**config.mk**
```make
export PLATFORM = sky130hd
export DESIGN_NAME = bch_ctrl
export DESIGN_NICKNAME = d
export VERILOG_FILES = /design/src/logic/bch_pkg.sv /design/src/logic/bch_ctrl.sv
export SDC_FILE = /design/constraint.sdc
export NUM_CORES = 1
export LEC_CHECK = 0
export BUFFER_PORTS_ARGS = -buffer_cell sky130_fd_sc_hd__buf_2
export CORE_AREA = 2 2 39 41
export CTS_BUF_LIST = sky130_fd_sc_hd__clkbuf_16
export DETAILED_ROUTE_END_ITERATION = 7
export DIE_AREA = 0 0 41 43
export GPL_TIMING_DRIVEN = 0
export SYNTH_ARGS = -nofsm -noshare
export SYNTH_HDL_FRONTEND = slang
export SYNTH_SLANG_ARGS = --single-unit
```
**constraint.sdc**
```tcl
create_clock -name clk -period 1.55 [get_ports clk]
set_input_delay 0.155 -clock clk [delete_from_list [all_inputs] [get_ports clk]]
set_output_delay 0.155 -clock clk [all_outputs]
set_load 0.02 [all_outputs]
```
**src/logic/bch_pkg.sv**
```systemverilog
`default_nettype none

package bch_pkg;

    // ============================================================
    // Field and code constants
    // ============================================================
    localparam int gf_width    = 4;
    localparam int field_order = 15;
    localparam int t_max       = 3;
    localparam int num_synd    = 6;
    localparam int poly_len    = 7;

    // Symbols travel in exponent form
    typedef logic [gf_width-1:0] gf_exp_t;

    // Exponent code for the field zero
    localparam gf_exp_t zero_exp = gf_exp_t'(15);

    // Coefficient 0 sits in slot 0
    typedef gf_exp_t [poly_len-1:0] poly_t;

    typedef logic [gf_width-1:0] loc_t;

    typedef enum logic [2:0] {
        s_idle,
        s_load,
        s_divide,
        s_update,
        s_search,
        s_output
    } ctrl_state_t;

    // ============================================================
    // GF(16) arithmetic over x^4 + x + 1
    // ============================================================
    function automatic logic [gf_width-1:0] exp_to_vec(input gf_exp_t e);
        logic [gf_width-1:0] v;
        v = '0;
        if (e != zero_exp) begin
            v = 4'b0001;
            // Repeated multiply by x, folding x^4 back as x + 1
            for (int i = 0; i < field_order - 1; i++) begin
                if (i < e) begin
                    v = {v[gf_width-2:0], 1'b0} ^ (v[gf_width-1] ? 4'b0011 : 4'b0000);
                end
            end
        end
        return v;
    endfunction

    function automatic gf_exp_t vec_to_exp(input logic [gf_width-1:0] v);
        gf_exp_t e;
        e = zero_exp;
        for (int i = 0; i < field_order; i++) begin
            if (exp_to_vec(gf_exp_t'(i)) == v) begin
                e = gf_exp_t'(i);
            end
        end
        return e;
    endfunction

    // Exponents add modulo 15
    function automatic gf_exp_t gf_mul(input gf_exp_t a, input gf_exp_t b);
        logic [gf_width:0] sum;
        sum = {1'b0, a} + {1'b0, b};
        if (a == zero_exp || b == zero_exp) begin
            return zero_exp;
        end
        if (sum >= field_order) begin
            sum = sum - (gf_width + 1)'(field_order);
        end
        return sum[gf_width-1:0];
    endfunction

endpackage

`default_nettype wire
```
**src/logic/bch_ctrl.sv**
```systemverilog
`timescale 1ns/1ps
`default_nettype none

module bch_ctrl (
    input  logic clk,
    input  logic rst_n,
    input  logic in_valid,
    input  logic solve_done,
    input  logic search_done,
    input  logic out_done,
    output logic div_en,
    output logic update_en,
    output logic search_en,
    output logic out_en,
    output logic clear
);
    import bch_pkg::*;

    ctrl_state_t state;
    ctrl_state_t state_next;

    always_ff @(posedge clk or negedge rst_n) begin
        if (!rst_n) begin
            state <= s_idle;
        end else begin
            state <= state_next;
        end
    end

    always_comb begin
        state_next = state;
        case (state)
            s_idle: begin
                if (in_valid) begin
                    state_next = s_load;
                end
            end
            // Syndromes keep arriving until in_valid drops
            s_load: begin
                if (!in_valid) begin
                    state_next = s_divide;
                end
            end
            s_divide: state_next = s_update;
            s_update: begin
                state_next = solve_done ? s_search : s_divide;
            end
            s_search: begin
                if (search_done) begin
                    state_next = s_output;
                end
            end
            s_output: begin
                if (out_done) begin
                    state_next = s_idle;
                end
            end
            default: state_next = s_idle;
        endcase
    end

    // Strobes decoded from the state
    assign div_en    = (state == s_divide);
    assign update_en = (state == s_update);
    assign search_en = (state == s_search);
    assign out_en    = (state == s_output);
    assign clear     = out_en && out_done;

endmodule

`default_nettype wire

```
==> results.txt <==
area growth from synthesis to layout - 79.9%
final setup violation count - 0
post-synth cell types - 15
FF-to-FF path depth - 2
CP startpoint - state[0]
Vias/cell - 4.04
YS warnings - 0
Residual DRC - 0
static leakage - 0.176 nW
delay of the slowest critical-path stage - 0.35 ns
clock tree buffer depth - 2
RSZ-0062 raised after global routing - false
DRT Pass-1 Iters - 4
Top reg by flops - state
RR Startpoint - state[1]
status - finished, final reports clean
final slew viol count - 0
Pwr Density - 2340 mW/mm²
GR Overflow Total - 0
end of the critical path - clear
initial antenna violation count - 0
clk sinks - 3
layout cells sized above 1 - 44.4%
clock skew - 0.000696 ns
WS Path Type - reg2out
Net Count, Synth - 27
Slew @ Worst Pin - 0.248 ns
IO Port Bufs - 10
Final nets - 43
GRT Total Usage - 8.44%
Hold Vio Cnt, Final - 0
Final WS setup - 0.199 ns
DP HPWL - 340 µm
first-pass GRT wire length - 848 µm
top cell types by occurrence after synthesis - 3 x dfrtp_1, 3 x nor3b_1, 2 x nor2_1, 2 x nor4bb_1
maximum clock rate - 0.740 GHz
Starting Density - 14.4%
Crit. End Element - output port
dpl ws - 0.280 ns
ranking of synthesized cells by area - dfrtp_1 38%, nor3b_1 11%, nor4bb_1 10%
row count - 14
final WL - 488 µm
Max FO, Critical Path - 9
total CTS buffers - 3
WP data required - 1.39 ns
Critical Path Source Type - flip-flop
Mapped Avg Cell Area - 9.47 µm²
Yosys top cell by area - dfrtp_1
period utilization - 87.2%
crit-path cells - clkbuf_2, and2_2, nor2b_1, buf_2
Die Wd - 41 µm
Core Footprint - 0.00138 mm²
worst hold slack - 0.204 ns
#FFs+latches synth - 3
crit path DAT - 1.20 ns
IR drop worst, VDD - 0.661 mV
H-tree levels - 1
placed inst area - 269 µm²
CTS tree - built
setup TNS - 0 ns
Regs by FF count - state: 3 flops
capturing point of the worst reg2reg path - state[0]
I/O pins - 11
max capacitance violation total - 0
Routed WL per cell - 9.38 µm
die area - 0.00176 mm²
largest net degree at the start of global routing - 10
Tmin final - 1.35 ns
Main synth FF type - dfrtp_1
HP Class - in2reg
Post-synth EDFFs - 0
ys async rst share - 100%
post-route design area - 358 µm²
Worst-path clk slew - 0.03 ns
post-CTS setup buffer count - 0
Final ANT Viol Nets - 0
max FFs per register - 3
Mapped Cells - 21
gp weighted congestion - 0.728
top cell type's share of synthesized area - 37.7%
post-cts sizing count - 0
Clock Tree Root - clkbuf_16
Synth Cell Area - 199 µm²
clk_lat worst skew - 0.22 ns
CP max-delay cell - dfrtp_1
post-synthesis sequential area ratio - 37.7%
diode count - 0
relative slew slack - 83.2%
Iter 0 DRT Violations - 2
vias in the first global route - 211
Reg2Reg Setup Slack - 0.28 ns
Core Util, Final - 25.9%
Vias - 210
die height - 43 µm
[critical path, delay by kind of cell, from the launching register on]
kind | cells | cell delay, ns
buf+inv | 2 | 0.31
flops | 1 | 0.35
simple gates | 2 | 0.31
[how the worst min path moves through the flow]
stage | startpoint | slack (ns) | cells after the start | end
6_report | in_valid | 0.20 | 3 | state[1]
5_1_grt | solve_done | 0.23 | 3 | state[2]
4_1_cts | in_valid | 0.21 | 3 | state[1]
2_1_floorplan | rst_n | -0.14 | 0 | state[0]
3_3_place_gp | rst_n | -0.05 | 1 | state[0]
3_5_place_dp | rst_n | -0.05 | 1 | state[2]
[stage by stage]
step                      total power [mW]  instances
after floorplan                      0.355         21
after detailed placement             0.432         47
final                                0.836         52
after CTS                            0.847         52
after global routing                 0.908         52
after global placement               0.428         47
[power by group]
group	switching [mW]	leakage [nW]	internal, mW
Sequential	0.0478	0.0380	0.117
Combinational	0.137	0.0952	0.126
Clock	0.0745	0.0423	0.333
Total	0.260	0.176	0.576
[timing repair]
action                                  CTS  global route
endpoints found under the setup margin    0             0
endpoints found under the hold margin     3             0
hold buffers                              1             0
[layout make-up]
| type | instances | area, µm² |
|---|---|---|
| Clock buffer | 3 | 75.1 |
| Sequential cell | 3 | 75.1 |
| Buffer | 1 | 5.00 |
| Inverter | 1 | 3.75 |
| Tap cell | 16 | 20.0 |
| Multi-Input combinational cell | 16 | 115 |
| Timing Repair Buffer | 11 | 60.1 |
| Clock inverter | 1 | 3.75 |
| Fill cell | 149 | 1030 |
[layer usage]
layer	vias up	global-route usage [%]	wire length (µm)
li1	106	-	-
met1	89	9.03	208
met2	12	9.06	222
met3	3	4.71	31
met4	0	12.0	26
met5	-	0	0
[cells by family (layout without fill, tap and decap cells)]
logic type             after synthesis  after routing  synth area share (%)
AO/OA/AOI/OAI                        3              3                  10.1
buffers and inverters                2             17                  4.40
flip-flops                           3              3                  37.7
AND/OR/NAND/NOR                     13             13                  47.8
[layout by cell type (no fill, tap or decap)]
cell type       n
a21bo_2         1
a21oi_1         1
and2_2          1
buf_2          10
clkbuf_16       3
clkbuf_2        1
dfrtp_1         3
dlygate4sd3_1   1
inv_1           2
nand2b_1        1
nand4b_1        1
nor2_1          2
nor2b_1         1
nor3b_1         3
nor4bb_1        2
o21ai_0         1
or3b_1          1
or4_1           1
No activity file was read; power rests on OpenSTA's default activity.
