`config.mk`:
```
export PLATFORM = sky130hd
export DESIGN_NAME = chien_search
export DESIGN_NICKNAME = d
export VERILOG_FILES = /design/src/logic/bch_pkg.sv /design/src/logic/chien_search.sv
export SDC_FILE = /design/constraint.sdc
export NUM_CORES = 1
export LEC_CHECK = 0
export BUFFER_PORTS_ARGS = -buffer_cell sky130_fd_sc_hd__buf_2
export CORE_MARGIN = 4
export CORE_UTILIZATION = 45
export DETAILED_ROUTE_END_ITERATION = 8
export PLACE_DENSITY = 0.68
export SLEW_MARGIN = 20
export SYNTH_ARGS = -nofsm -noshare
export SYNTH_HDL_FRONTEND = slang
export SYNTH_SLANG_ARGS = --single-unit
export TNS_END_PERCENT = 10
```
`constraint.sdc`:
```
create_clock -name clk -period 18.4 [get_ports clk]
set_input_delay 3.68 -clock clk [delete_from_list [all_inputs] [get_ports clk]]
set_output_delay 3.68 -clock clk [all_outputs]
set_load 0.05 [all_outputs]
```
`src/logic/bch_pkg.sv`:
```
`default_nettype none

package bch_pkg;

    // ============================================================
    // Field and code constants
    // ============================================================
    localparam int gf_width    = 4;
    localparam int field_order = 15;
    localparam int t_max       = 3;
    localparam int num_synd    = 6;
    localparam int poly_len    = 7;

    // Symbols travel in exponent form
    typedef logic [gf_width-1:0] gf_exp_t;

    // Exponent code for the field zero
    localparam gf_exp_t zero_exp = gf_exp_t'(15);

    // Coefficient 0 sits in slot 0
    typedef gf_exp_t [poly_len-1:0] poly_t;

    typedef logic [gf_width-1:0] loc_t;

    typedef enum logic [2:0] {
        s_idle,
        s_load,
        s_divide,
        s_update,
        s_search,
        s_output
    } ctrl_state_t;

    // ============================================================
    // GF(16) arithmetic over x^4 + x + 1
    // ============================================================
    function automatic logic [gf_width-1:0] exp_to_vec(input gf_exp_t e);
        logic [gf_width-1:0] v;
        v = '0;
        if (e != zero_exp) begin
            v = 4'b0001;
            // Repeated multiply by x, folding x^4 back as x + 1
            for (int i = 0; i < field_order - 1; i++) begin
                if (i < e) begin
                    v = {v[gf_width-2:0], 1'b0} ^ (v[gf_width-1] ? 4'b0011 : 4'b0000);
                end
            end
        end
        return v;
    endfunction

    function automatic gf_exp_t vec_to_exp(input logic [gf_width-1:0] v);
        gf_exp_t e;
        e = zero_exp;
        for (int i = 0; i < field_order; i++) begin
            if (exp_to_vec(gf_exp_t'(i)) == v) begin
                e = gf_exp_t'(i);
            end
        end
        return e;
    endfunction

    // Exponents add modulo 15
    function automatic gf_exp_t gf_mul(input gf_exp_t a, input gf_exp_t b);
        logic [gf_width:0] sum;
        sum = {1'b0, a} + {1'b0, b};
        if (a == zero_exp || b == zero_exp) begin
            return zero_exp;
        end
        if (sum >= field_order) begin
            sum = sum - (gf_width + 1)'(field_order);
        end
        return sum[gf_width-1:0];
    endfunction

endpackage

`default_nettype wire
```
`src/logic/chien_search.sv`:
```
`timescale 1ns/1ps
`default_nettype none

module chien_search (
    input  logic           clk,
    input  logic           rst_n,
    input  bch_pkg::poly_t sigma,
    input  logic           search_en,
    input  logic           out_en,
    input  logic           clear,
    output logic           search_done,
    output logic           out_done,
    output logic           out_valid,
    output bch_pkg::loc_t  out_location
);
    import bch_pkg::*;

    loc_t                pos;
    logic [1:0]          root_cnt;
    logic [1:0]          beat_cnt;
    loc_t                slots [t_max];
    logic [gf_width-1:0] eval_sum;
    logic                is_root;

    // Exponent of alpha^(-i*p)
    function automatic gf_exp_t term_exp(input int i, input loc_t p);
        int r;
        r = (i * int'(p)) % field_order;
        if (r == 0) begin
            return '0;
        end
        return gf_exp_t'(field_order - r);
    endfunction

    // ============================================================
    // Evaluate sigma at alpha^(-pos)
    // ============================================================
    always_comb begin
        eval_sum = '0;
        // Solver guarantees deg sigma <= 3
        for (int i = 0; i <= t_max; i++) begin
            eval_sum = eval_sum ^ exp_to_vec(gf_mul(sigma[i], term_exp(i, pos)));
        end
    end

    assign is_root = (eval_sum == '0);

    // Third root or last position ends the search
    assign search_done = search_en &&
                         ((is_root && root_cnt == 2'(t_max - 1)) || pos == loc_t'(field_order - 1));
    assign out_done    = out_en && (beat_cnt == 2'(t_max - 1));

    // ============================================================
    // Position counter and location slots
    // ============================================================
    always_ff @(posedge clk or negedge rst_n) begin
        if (!rst_n) begin
            pos      <= '0;
            root_cnt <= '0;
            beat_cnt <= '0;
            for (int i = 0; i < t_max; i++) begin
                slots[i] <= zero_exp;
            end
        end else if (clear) begin
            pos      <= '0;
            root_cnt <= '0;
            beat_cnt <= '0;
            for (int i = 0; i < t_max; i++) begin
                slots[i] <= zero_exp;
            end
        end else begin
            if (search_en) begin
                pos <= pos + 1'b1;
                if (is_root) begin
                    slots[root_cnt] <= pos;
                    root_cnt        <= root_cnt + 1'b1;
                end
            end
            if (out_en) begin
                beat_cnt <= beat_cnt + 1'b1;
            end
        end
    end

    // Output beats, zero between blocks
    always_ff @(posedge clk or negedge rst_n) begin
        if (!rst_n) begin
            out_valid    <= 1'b0;
            out_location <= '0;
        end else begin
            out_valid    <= out_en;
            out_location <= out_en ? slots[beat_cnt] : '0;
        end
    end

endmodule

`default_nettype wire

```
==> results.cfg, run 1 <==
[timing]
fin_ws_ns = 1.544
relSlewSlack_pct = 39.39
max_freq_ghz = 0.05933
post-route-period-util_pct = 91.61
finalSetupViolations = 0
tightest_slew_ns = 0.9030
drv_slew = 0
rsz0062_at_grt = false
final-hold-violation-count = 0
skew_ns = 0.001442
period_minus_slack_ns = 16.86
timing.setup.tns_ns = 0

[power]
power.leakage_nw = 2.755
p_comb_share_pct = 91.7
p_sw_share_pct = 57.59
power.internal_uw = 570.9
p_per_area_nw_per_um2 = 193.1
p_switching_uw = 775.2
seq_power_share_pct = 4.8
clkPwrFrac_pct = 3.5
ir_drop_uv = 172.3
total_power_mw = 1.346

[placed_design]
io_buffer_count = 27
dp_slack_ns = 1.854
placed_area_um2 = 6893
place_hpwl_mm = 12.91
routabilityCongestion = 0.9356

[clocking]
cts_sinks = 25
cts_setup_buffers = 0
cts_max_path_buffers = 2
cts_resized = 0
cts_inserted_buffers = 3
cts_tree = done
htree_num_levels = 1
clkLatencyLatePin_ns = 0.25
path_clk_slew_ns = 0.06
cts_hold_buffers = 0
cts-root-buf = clkbuf_16

[worst_hold_path]
holdCritPathClass = register to register

[setup_path]
worstSetupPathType = register to primary output
cp.arrival_ns = 13.18
slowest_stage = mux2i_1
critPathMaxStageDelay_ns = 0.66
critPathCaptureType = primary output
cp_max_fo = 20
cp.required_ns = 14.72
crit_top_cell = ha_1
start_kind = register

[yosys]
synth_cells = 914
seq_area_frac_synth_pct = 9.476
yosys_warnings = 0
avgSynthCellArea_um2 = 7.396
async_flop_share_pct = 100.0
synthFlopType = dfrtp_1
synth_edf_count = 0
ys_seq_elements = 25
synth_area_um2 = 6760
synth_nets = 989
synth_cell_types = 107

[detailed_routing]
routedWlPerCell_um = 15.91
wirelength_mm = 17.11
drt.antenna.violating_nets = 0
num_vias = 6906
vias_per_cell = 6.418
drc = 0
drt_first_pass_iters = 4
drt-initial-drc-count = 483

[die]
die_w_um = 130.6
die_height_um = 130.6
dieArea_um2 = 17050
rows = 44
initial_core_util_pct = 46.16
io_pins = 40
coreArea_um2 = 14640

[global_route]
gr-usage-met1_pct = 29.29
first_global_vias = 6005
antenna_found_initial = 0
use_met3_pct = 1.870
busiest_layer = met2
grt_overflow = 0
grt_max_degree = 26
met2_usage_pct = 31.79
grt_pass1_wl_mm = 28.90
grt_usage_pct = 19.65

[outcome]
status = complete, no violations

[layout]
area_growth_pct = 3.128
most-common-layout-cells = nor2_1 (91), nand2_1 (83), a21oi_1 (63)
nets = 968
final_common_cell = nor2_1
drive_above_1_share_pct = 12.11
final_core_util_pct = 47.61
n_antenna_cell = 0
stdcell_area_um2 = 6972

[flow_run]
cap_viol_max_count = 0
kinds of logic after synthesis:
family	after synthesis	share of synthesized area, %
multiplexers	41	6.422
adder cells (fa/ha/maj)	42	8.218
AO/OA/AOI/OAI	325	36.37
AND/OR/NAND/NOR	338	25.26
buffers and inverters	89	5.627
flip-flops	25	9.476
XOR/XNOR	54	8.625
power by group through the flow:
stage                     clock (mW)  sequential, mW  combinational (mW)
after floorplan                    0          0.0656                1.02
after global placement             0          0.0646                1.21
after detailed placement           0          0.0648                1.21
after CTS                     0.0483          0.0639                1.22
after global routing          0.0507          0.0645                1.34
final                         0.0478          0.0640                1.23
path summary, 6_finish.rpt:
check	startpoint	end	slack (ns)	cells after the start
min in group asynchronous	rst_n	root_cnt[0]	3.41	1
max reg2reg	pos[0]	slots[9]	5.55	43
max	pos[0]	search_done	1.54	44
min	root_cnt[1]	root_cnt[1]	0.57	2
min reg2reg	root_cnt[1]	root_cnt[1]	0.57	2
max in group asynchronous	rst_n	slots[6]	14.62	1
metal layers:
metal / routed length (um) / up-vias / share of wire [%]
met3: 932 / 18 / 5.4
met4: 134 / 0 / 0.78
met5: 0 / - / 0
met2: 7742 / 221 / 45
li1: - / 3437 / -
met1: 8305 / 3230 / 49
sequential cells by signal, summed over array words and instances, names as in the netlist:
register	count
beat_cnt	2
pos	4
out_valid	1
slots	12
out_location	4
root_cnt	2
cells in the mapped netlist (22+ instances only):
library cell / number / area share [%]
inv_1: 33 / 1.8
xnor2_1: 31 / 4.0
nor3_1: 32 / 2.4
nand2_1: 83 / 4.6
mux2i_1: 31 / 4.6
o22ai_1: 22 / 2.0
a21oi_1: 63 / 4.7
clkbuf_1: 33 / 1.8
o21ai_0: 32 / 2.4
ha_1: 38 / 7.0
nor2_1: 91 / 5.1
nand3_1: 22 / 1.6
critical path, delay by kind of cell, from the launching register on:
family,cells,cell delay (ns)
AOI/OAI and AO/OA,11,2.84
xor gates and xnor gates,2,0.41
and+or+nand+nor,15,3.90
adders and majority gates,8,2.99
buffers and inverters,4,0.51
muxes,4,1.59
DFF,1,0.65
area by class of cell:
class | instances | area (um2)
clock buffer | 4 | 78.83
fill | 1491 | 7672
inverter | 35 | 133.9
multi-input combinational | 800 | 5746
sequential | 25 | 640.6
tap | 184 | 230.2
timing repair buffer | 28 | 142.6
stage by stage:
step,hold WS [ns],cells
final,0.5701,1076
after global routing,0.5993,1076
after CTS,0.5692,1076
after detailed placement,0.5609,1072
after global placement,0.5529,1072
after floorplan,0.5360,914
(Power assumes the default switching activity.)
==> run 2, diff against run 1 <==
Settings changed: CORE_MARGIN 4 to not set.
Clock period 18.4 ns to 18.6 ns, I/O delays scaled along.
==> run 2 against run 1 <==
Against the previous run:
- clock skew hardly changed
- routed wire length grew 0.92%
- clock power grew 1%
- first-iteration DRC count decreased by 4.3%
- count of clock-buffer cells in the layout decreased by 1
- power decreased by 0.22%
- global-route usage grew 1.8 points
- register-to-register slack better by 0.11 ns
- highest routed layer is now met5
==> results.cfg, run 2 (synthesized netlist as in run 1, its figures left out) <==
[global_route]
first_global_vias = 6159
grt_usage_pct = 21.44
grt_overflow = 0
antenna_found_initial = 2
grt_pass1_wl_mm = 29.18
grt_max_degree = 26

[layout]
instances_no_fill = 1076
final_core_util_pct = 47.80
most-common-layout-cells = nor2_1 (91), nand2_1 (83), a21oi_1 (63)
n_antenna_cell = 0
final_common_cell = nor2_1
nets = 968
area_growth_pct = 3.146
drive_above_1_share_pct = 12.22
largest_register_ff_count = 12
top_regs = slots (12), out_location (4), pos (4)
largest_register = slots

[die]
dieArea_um2 = 15520
io_pins = 40
coreArea_um2 = 14590
initial_core_util_pct = 46.34
rows = 44
die_w_um = 124.6
die_height_um = 124.6

[outcome]
status = complete, no violations

[timing]
tightest_slew_ns = 0.8524
post-route-period-util_pct = 91.54
final-hold-violation-count = 0
finalSetupViolations = 0
fin_ws_ns = 1.574
timing.setup.tns_ns = 0
drv_slew = 0
skew_ns = 0.001745
max_freq_ghz = 0.05873
rsz0062_at_grt = false
period_minus_slack_ns = 17.03
relSlewSlack_pct = 42.79

[setup_path]
cp.required_ns = 14.88
worstSetupPathType = register to primary output
crit_top_cell = ha_1
cp.arrival_ns = 13.31
slowest_stage = dfrtp_1
cp_max_fo = 20
critPathMaxStageDelay_ns = 0.67
start_kind = register
critPathCaptureType = primary output

[power]
ir_drop_uv = 167.6
total_power_mw = 1.343
p_per_area_nw_per_um2 = 192.6
power.leakage_nw = 2.758

[worst_hold_path]
holdCritPathClass = register to register

[detailed_routing]
drc = 0
drt_first_pass_iters = 5
num_vias = 6850
vias_per_cell = 6.366
drt-initial-drc-count = 462
drt.antenna.violating_nets = 0
routedWlPerCell_um = 16.05
wirelength_mm = 17.27

[clocking]
cts-root-buf = clkbuf_16
cts_max_path_buffers = 2
cts_sinks = 25
cts_tree = done
clkLatencyLatePin_ns = 0.26
path_clk_slew_ns = 0.06
cts_hold_buffers = 0
cts_inserted_buffers = 3
htree_num_levels = 1
cts_resized = 0
cts_setup_buffers = 0

[placed_design]
place_inst = 1072
place_hpwl_mm = 12.90
routabilityCongestion = 0.8920
io_buffer_count = 27
dp_slack_ns = 2.064

[flow_run]
cap_viol_max_count = 0
==> run 2: changes by cell type in the layout (fill, tap and decap cells not counted) <==
cell,delta
clkbuf_1,-1
clkinv_2,+1
==> run 2: final timing paths <==
kind	startpoint	endpoint	slack, ns	cells past startpoint
worst max-delay path	pos[0]	search_done	1.57	44
worst min-delay path	root_cnt[1]	root_cnt[1]	0.56	2
worst min register to register	root_cnt[1]	root_cnt[1]	0.56	2
min in group asynchronous	rst_n	root_cnt[0]	3.45	1
worst max register to register	pos[0]	slots[7]	5.66	43
max in group asynchronous	rst_n	out_location[3]	14.76	1
==> run 2: layout make-up <==
type / count / area (um2)
tap: 184 / 230.2
clock inverter: 1 / 5.005
inverter: 35 / 133.9
sequential: 25 / 640.6
fill: 1410 / 7616
multi-input combinational: 800 / 5746
timing repair buffer: 28 / 142.6
clock buffer: 3 / 75.07
==> run 2: report_power, final <==
part | switching (mW) | internal, mW
sequential | 0.00471 | 0.0588
combinational | 0.754 | 0.477
clock | 0.0195 | 0.0290
total | 0.778 | 0.565
==> run 2: critical path: cells and delay by family, from the launching register on <==
family          cells  cell delay, ns
compound gates     11            2.69
xor+xnor            4            1.16
fa+ha+maj           8            2.85
buf+inv             5            0.72
flops               1            0.67
mux                 4            1.52
simple gates       12            3.38
==> run 2: per-layer routing <==
metal | vias to the layer above | track usage [%] | routed length [um]
li1 | 3430 | - | -
met5 | - | 0 | 21
met1 | 3196 | 31.56 | 8398
met4 | 4 | 2.622 | 76
met3 | 11 | 1.418 | 826
met2 | 209 | 34.97 | 7949
==> run 2: stage by stage <==
stage               instance area (um2)  hold WS (ns)
CTS                                6973        0.5662
detailed placement                 6893        0.5578
finish                             6973        0.5644
global placement                   6893        0.5553
floorplan                          6760        0.5360
global route                       6973        0.6058
==> run 3, diff against run 2 <==
Settings changed: ABC_AREA set to 1, SLEW_MARGIN 20 to 10.
==> run 3 against run 2 <==
Against the previous run:
- synthesized cell count rose by 16%
- synthesized area fell by 11%
- critical path depth is 18 higher
- register-to-register slack improved by 3.2 ns
- flip-flop and latch count is the same
- combinational power down 6%
- sequential share of layout area increased by 0.81 points
- critical path type unchanged
- critical endpoint unchanged
- highest routed layer is now met4
==> results.cfg, run 3 <==
[worst_hold_path]
holdCritPathClass = register to register
worstHoldEndpoint = slots[5]
min-delay-start = slots[5]
holdPathStages = 2

[flow_run]
cap_viol_max_count = 0

[layout]
nets = 1156
most-common-layout-cells = nand2_1 (320), nand3_1 (145), inv_1 (135)
n_antenna_cell = 0
area_growth_pct = 6.241
final_core_util_pct = 49.99
stdcell_area_um2 = 6411
top_regs = slots (12), out_location (4), pos (4)
fill_cells = 1374
final_common_cell = nand2_1
drive_above_1_share_pct = 13.70
multiInputGateArea_um2 = 4730
regArea_um2 = 640.6
largest_register_ff_count = 12
largest_register = slots

[die]
dieArea_um2 = 13880
initial_core_util_pct = 47.05
coreArea_um2 = 12820
rows = 41
die_height_um = 117.8
io_pins = 40
die_w_um = 117.8

[clocking]
path_clk_slew_ns = 0.06
htree_num_levels = 1
cts_resized = 0
cts_sinks = 25
cts_inserted_buffers = 3
clkLatencyLatePin_ns = 0.26
cts_tree = done
cts_hold_buffers = 0
cts_setup_buffers = 0
cts-root-buf = clkbuf_16
cts_max_path_buffers = 2

[global_route]
grt_max_degree = 34
first_global_vias = 5522
grt_overflow = 0
antenna_found_initial = 0
grt_usage_pct = 18.64
grt_pass1_wl_mm = 22.88

[setup_path]
crit_top_cell = nand2_1
worstSetupPathType = register to primary output
rr_startpoint = pos[0]
ff2ff_path_depth = 63
reg2reg_slack_ns = 8.88
cp.required_ns = 14.88
start_kind = register
cp_max_fo = 11
r2r-end = slots[8]
slowest_stage = fa_1
cp.arrival_ns = 9.98
critPathMaxStageDelay_ns = 0.54
cpLargestDelayFamily = simple AND/OR/NAND/NOR gates
crit_buf_inv = 8
critPathCaptureType = primary output

[placed_design]
dp_slack_ns = 5.244
placed_area_um2 = 6329
io_buffer_count = 27
routabilityCongestion = 0.8514
place_hpwl_mm = 10.86

[timing]
drv_slew = 0
tightest_slew_ns = 0.9219
timing.setup.tns_ns = 0
max_freq_ghz = 0.07298
post-route-period-util_pct = 73.67
finalSetupViolations = 0
final-hold-violation-count = 0
rsz0062_at_grt = false
relSlewSlack_pct = 38.47
fin_ws_ns = 4.897
period_minus_slack_ns = 13.70
skew_ns = 0.002737

[yosys]
synth_edf_count = 0
async_flop_share_pct = 100.0
synth_commonest_cells = nand2_1 (320), nand3_1 (145), inv_1 (135)
synth_nets = 1136
synthTopCellsByArea = nand2_1 (20%), nand3_1 (12%), inv_1 (8.4%), ha_1 (7.9%), o21ai_0 (5.9%)
synth_cells = 1061
synth_cell_types = 55
yosys.area.top_type = nand2_1
synth_area_um2 = 6035
seq_area_frac_synth_pct = 10.62
yosysTopAreaCellShare_pct = 19.90
synthFlopType = dfrtp_1
yosysMostFrequentCell = nand2_1
yosys_warnings = 0
ys_seq_elements = 25
avgSynthCellArea_um2 = 5.688

[outcome]
status = complete, no violations

[detailed_routing]
wirelength_mm = 12.93
vias_per_cell = 5.018
drc = 0
num_vias = 6282
drt-initial-drc-count = 309
drt_first_pass_iters = 5
routedWlPerCell_um = 10.33
drt.antenna.violating_nets = 0

[power]
power.leakage_nw = 3.549
ir_drop_uv = 83.14
p_per_area_nw_per_um2 = 200.6
-- run 3: worst reg2reg max path: cells and delay by family (launching register included) --
family / cells / cell delay [ns]
AND/OR/NAND/NOR: 44 / 5.07
adder cells (fa/ha/maj): 7 / 2.15
XOR/XNOR: 2 / 0.70
buffers and inverters: 7 / 0.65
AO/OA/AOI/OAI: 3 / 0.58
flip-flops: 1 / 0.50
-- run 3: final cells by class --
type                    instances  area share, %
clock buffers                   3          1.171
clock inverters                 1         0.1171
inverters                     162          9.485
multi-input cells             862          73.77
flip-flops and latches         25          9.992
well taps                     172          3.357
repair buffers                 27          2.108
-- run 3: how the worst max path moves through the flow --
stage	endpoint	from	cells past startpoint	slack [ns]
floorplan	search_done	sigma[4]	37	6.08
global placement	search_done	pos[0]	62	5.29
detailed placement	search_done	pos[0]	62	5.24
CTS	search_done	pos[0]	62	4.92
global route	search_done	pos[0]	61	3.80
finish	search_done	pos[0]	62	4.90
-- run 3: layer usage --
layer  wire, um  part of all wire, %  global-route usage, %  up-vias
met5          0                    0                      0        -
met4         72                 0.56                  2.804        0
met3        252                  1.9                 0.6298        7
met2       5810                   45                  32.46       70
met1       6795                   53                  25.93     2698
li1           -                    -                      -     3507
-- run 3: logic make-up (layout without fill, tap and decap cells) --
kind of cell               count (synthesis)  count (layout)  share of synthesized area (%)
and+or+nand+nor                          652             652                          52.08
buffers and inverters                    174             193                          11.01
AOI/OAI and AO/OA                        145             145                          13.60
adders and majority gates                 42              42                          9.206
DFF                                       25              25                          10.62
xor gates and xnor gates                  22              22                          3.318
muxes                                      1               1                         0.1659
-- run 3: where the power goes --
part           leakage, nW  internal, mW  switching, mW  total, mW
clock network       0.0371        0.0292         0.0191     0.0483
logic                 3.22         0.385          0.777       1.16
registers            0.297        0.0690        0.00661     0.0756
-- run 3: per-stage QoR --
step	std cells	hold slack, ns	total power, mW
floorplan	1061	0.4636	1.052
finish	1252	0.4875	1.286
global route	1252	0.4970	1.478
global placement	1248	0.4760	1.228
detailed placement	1248	0.4802	1.236
CTS	1252	0.4888	1.290
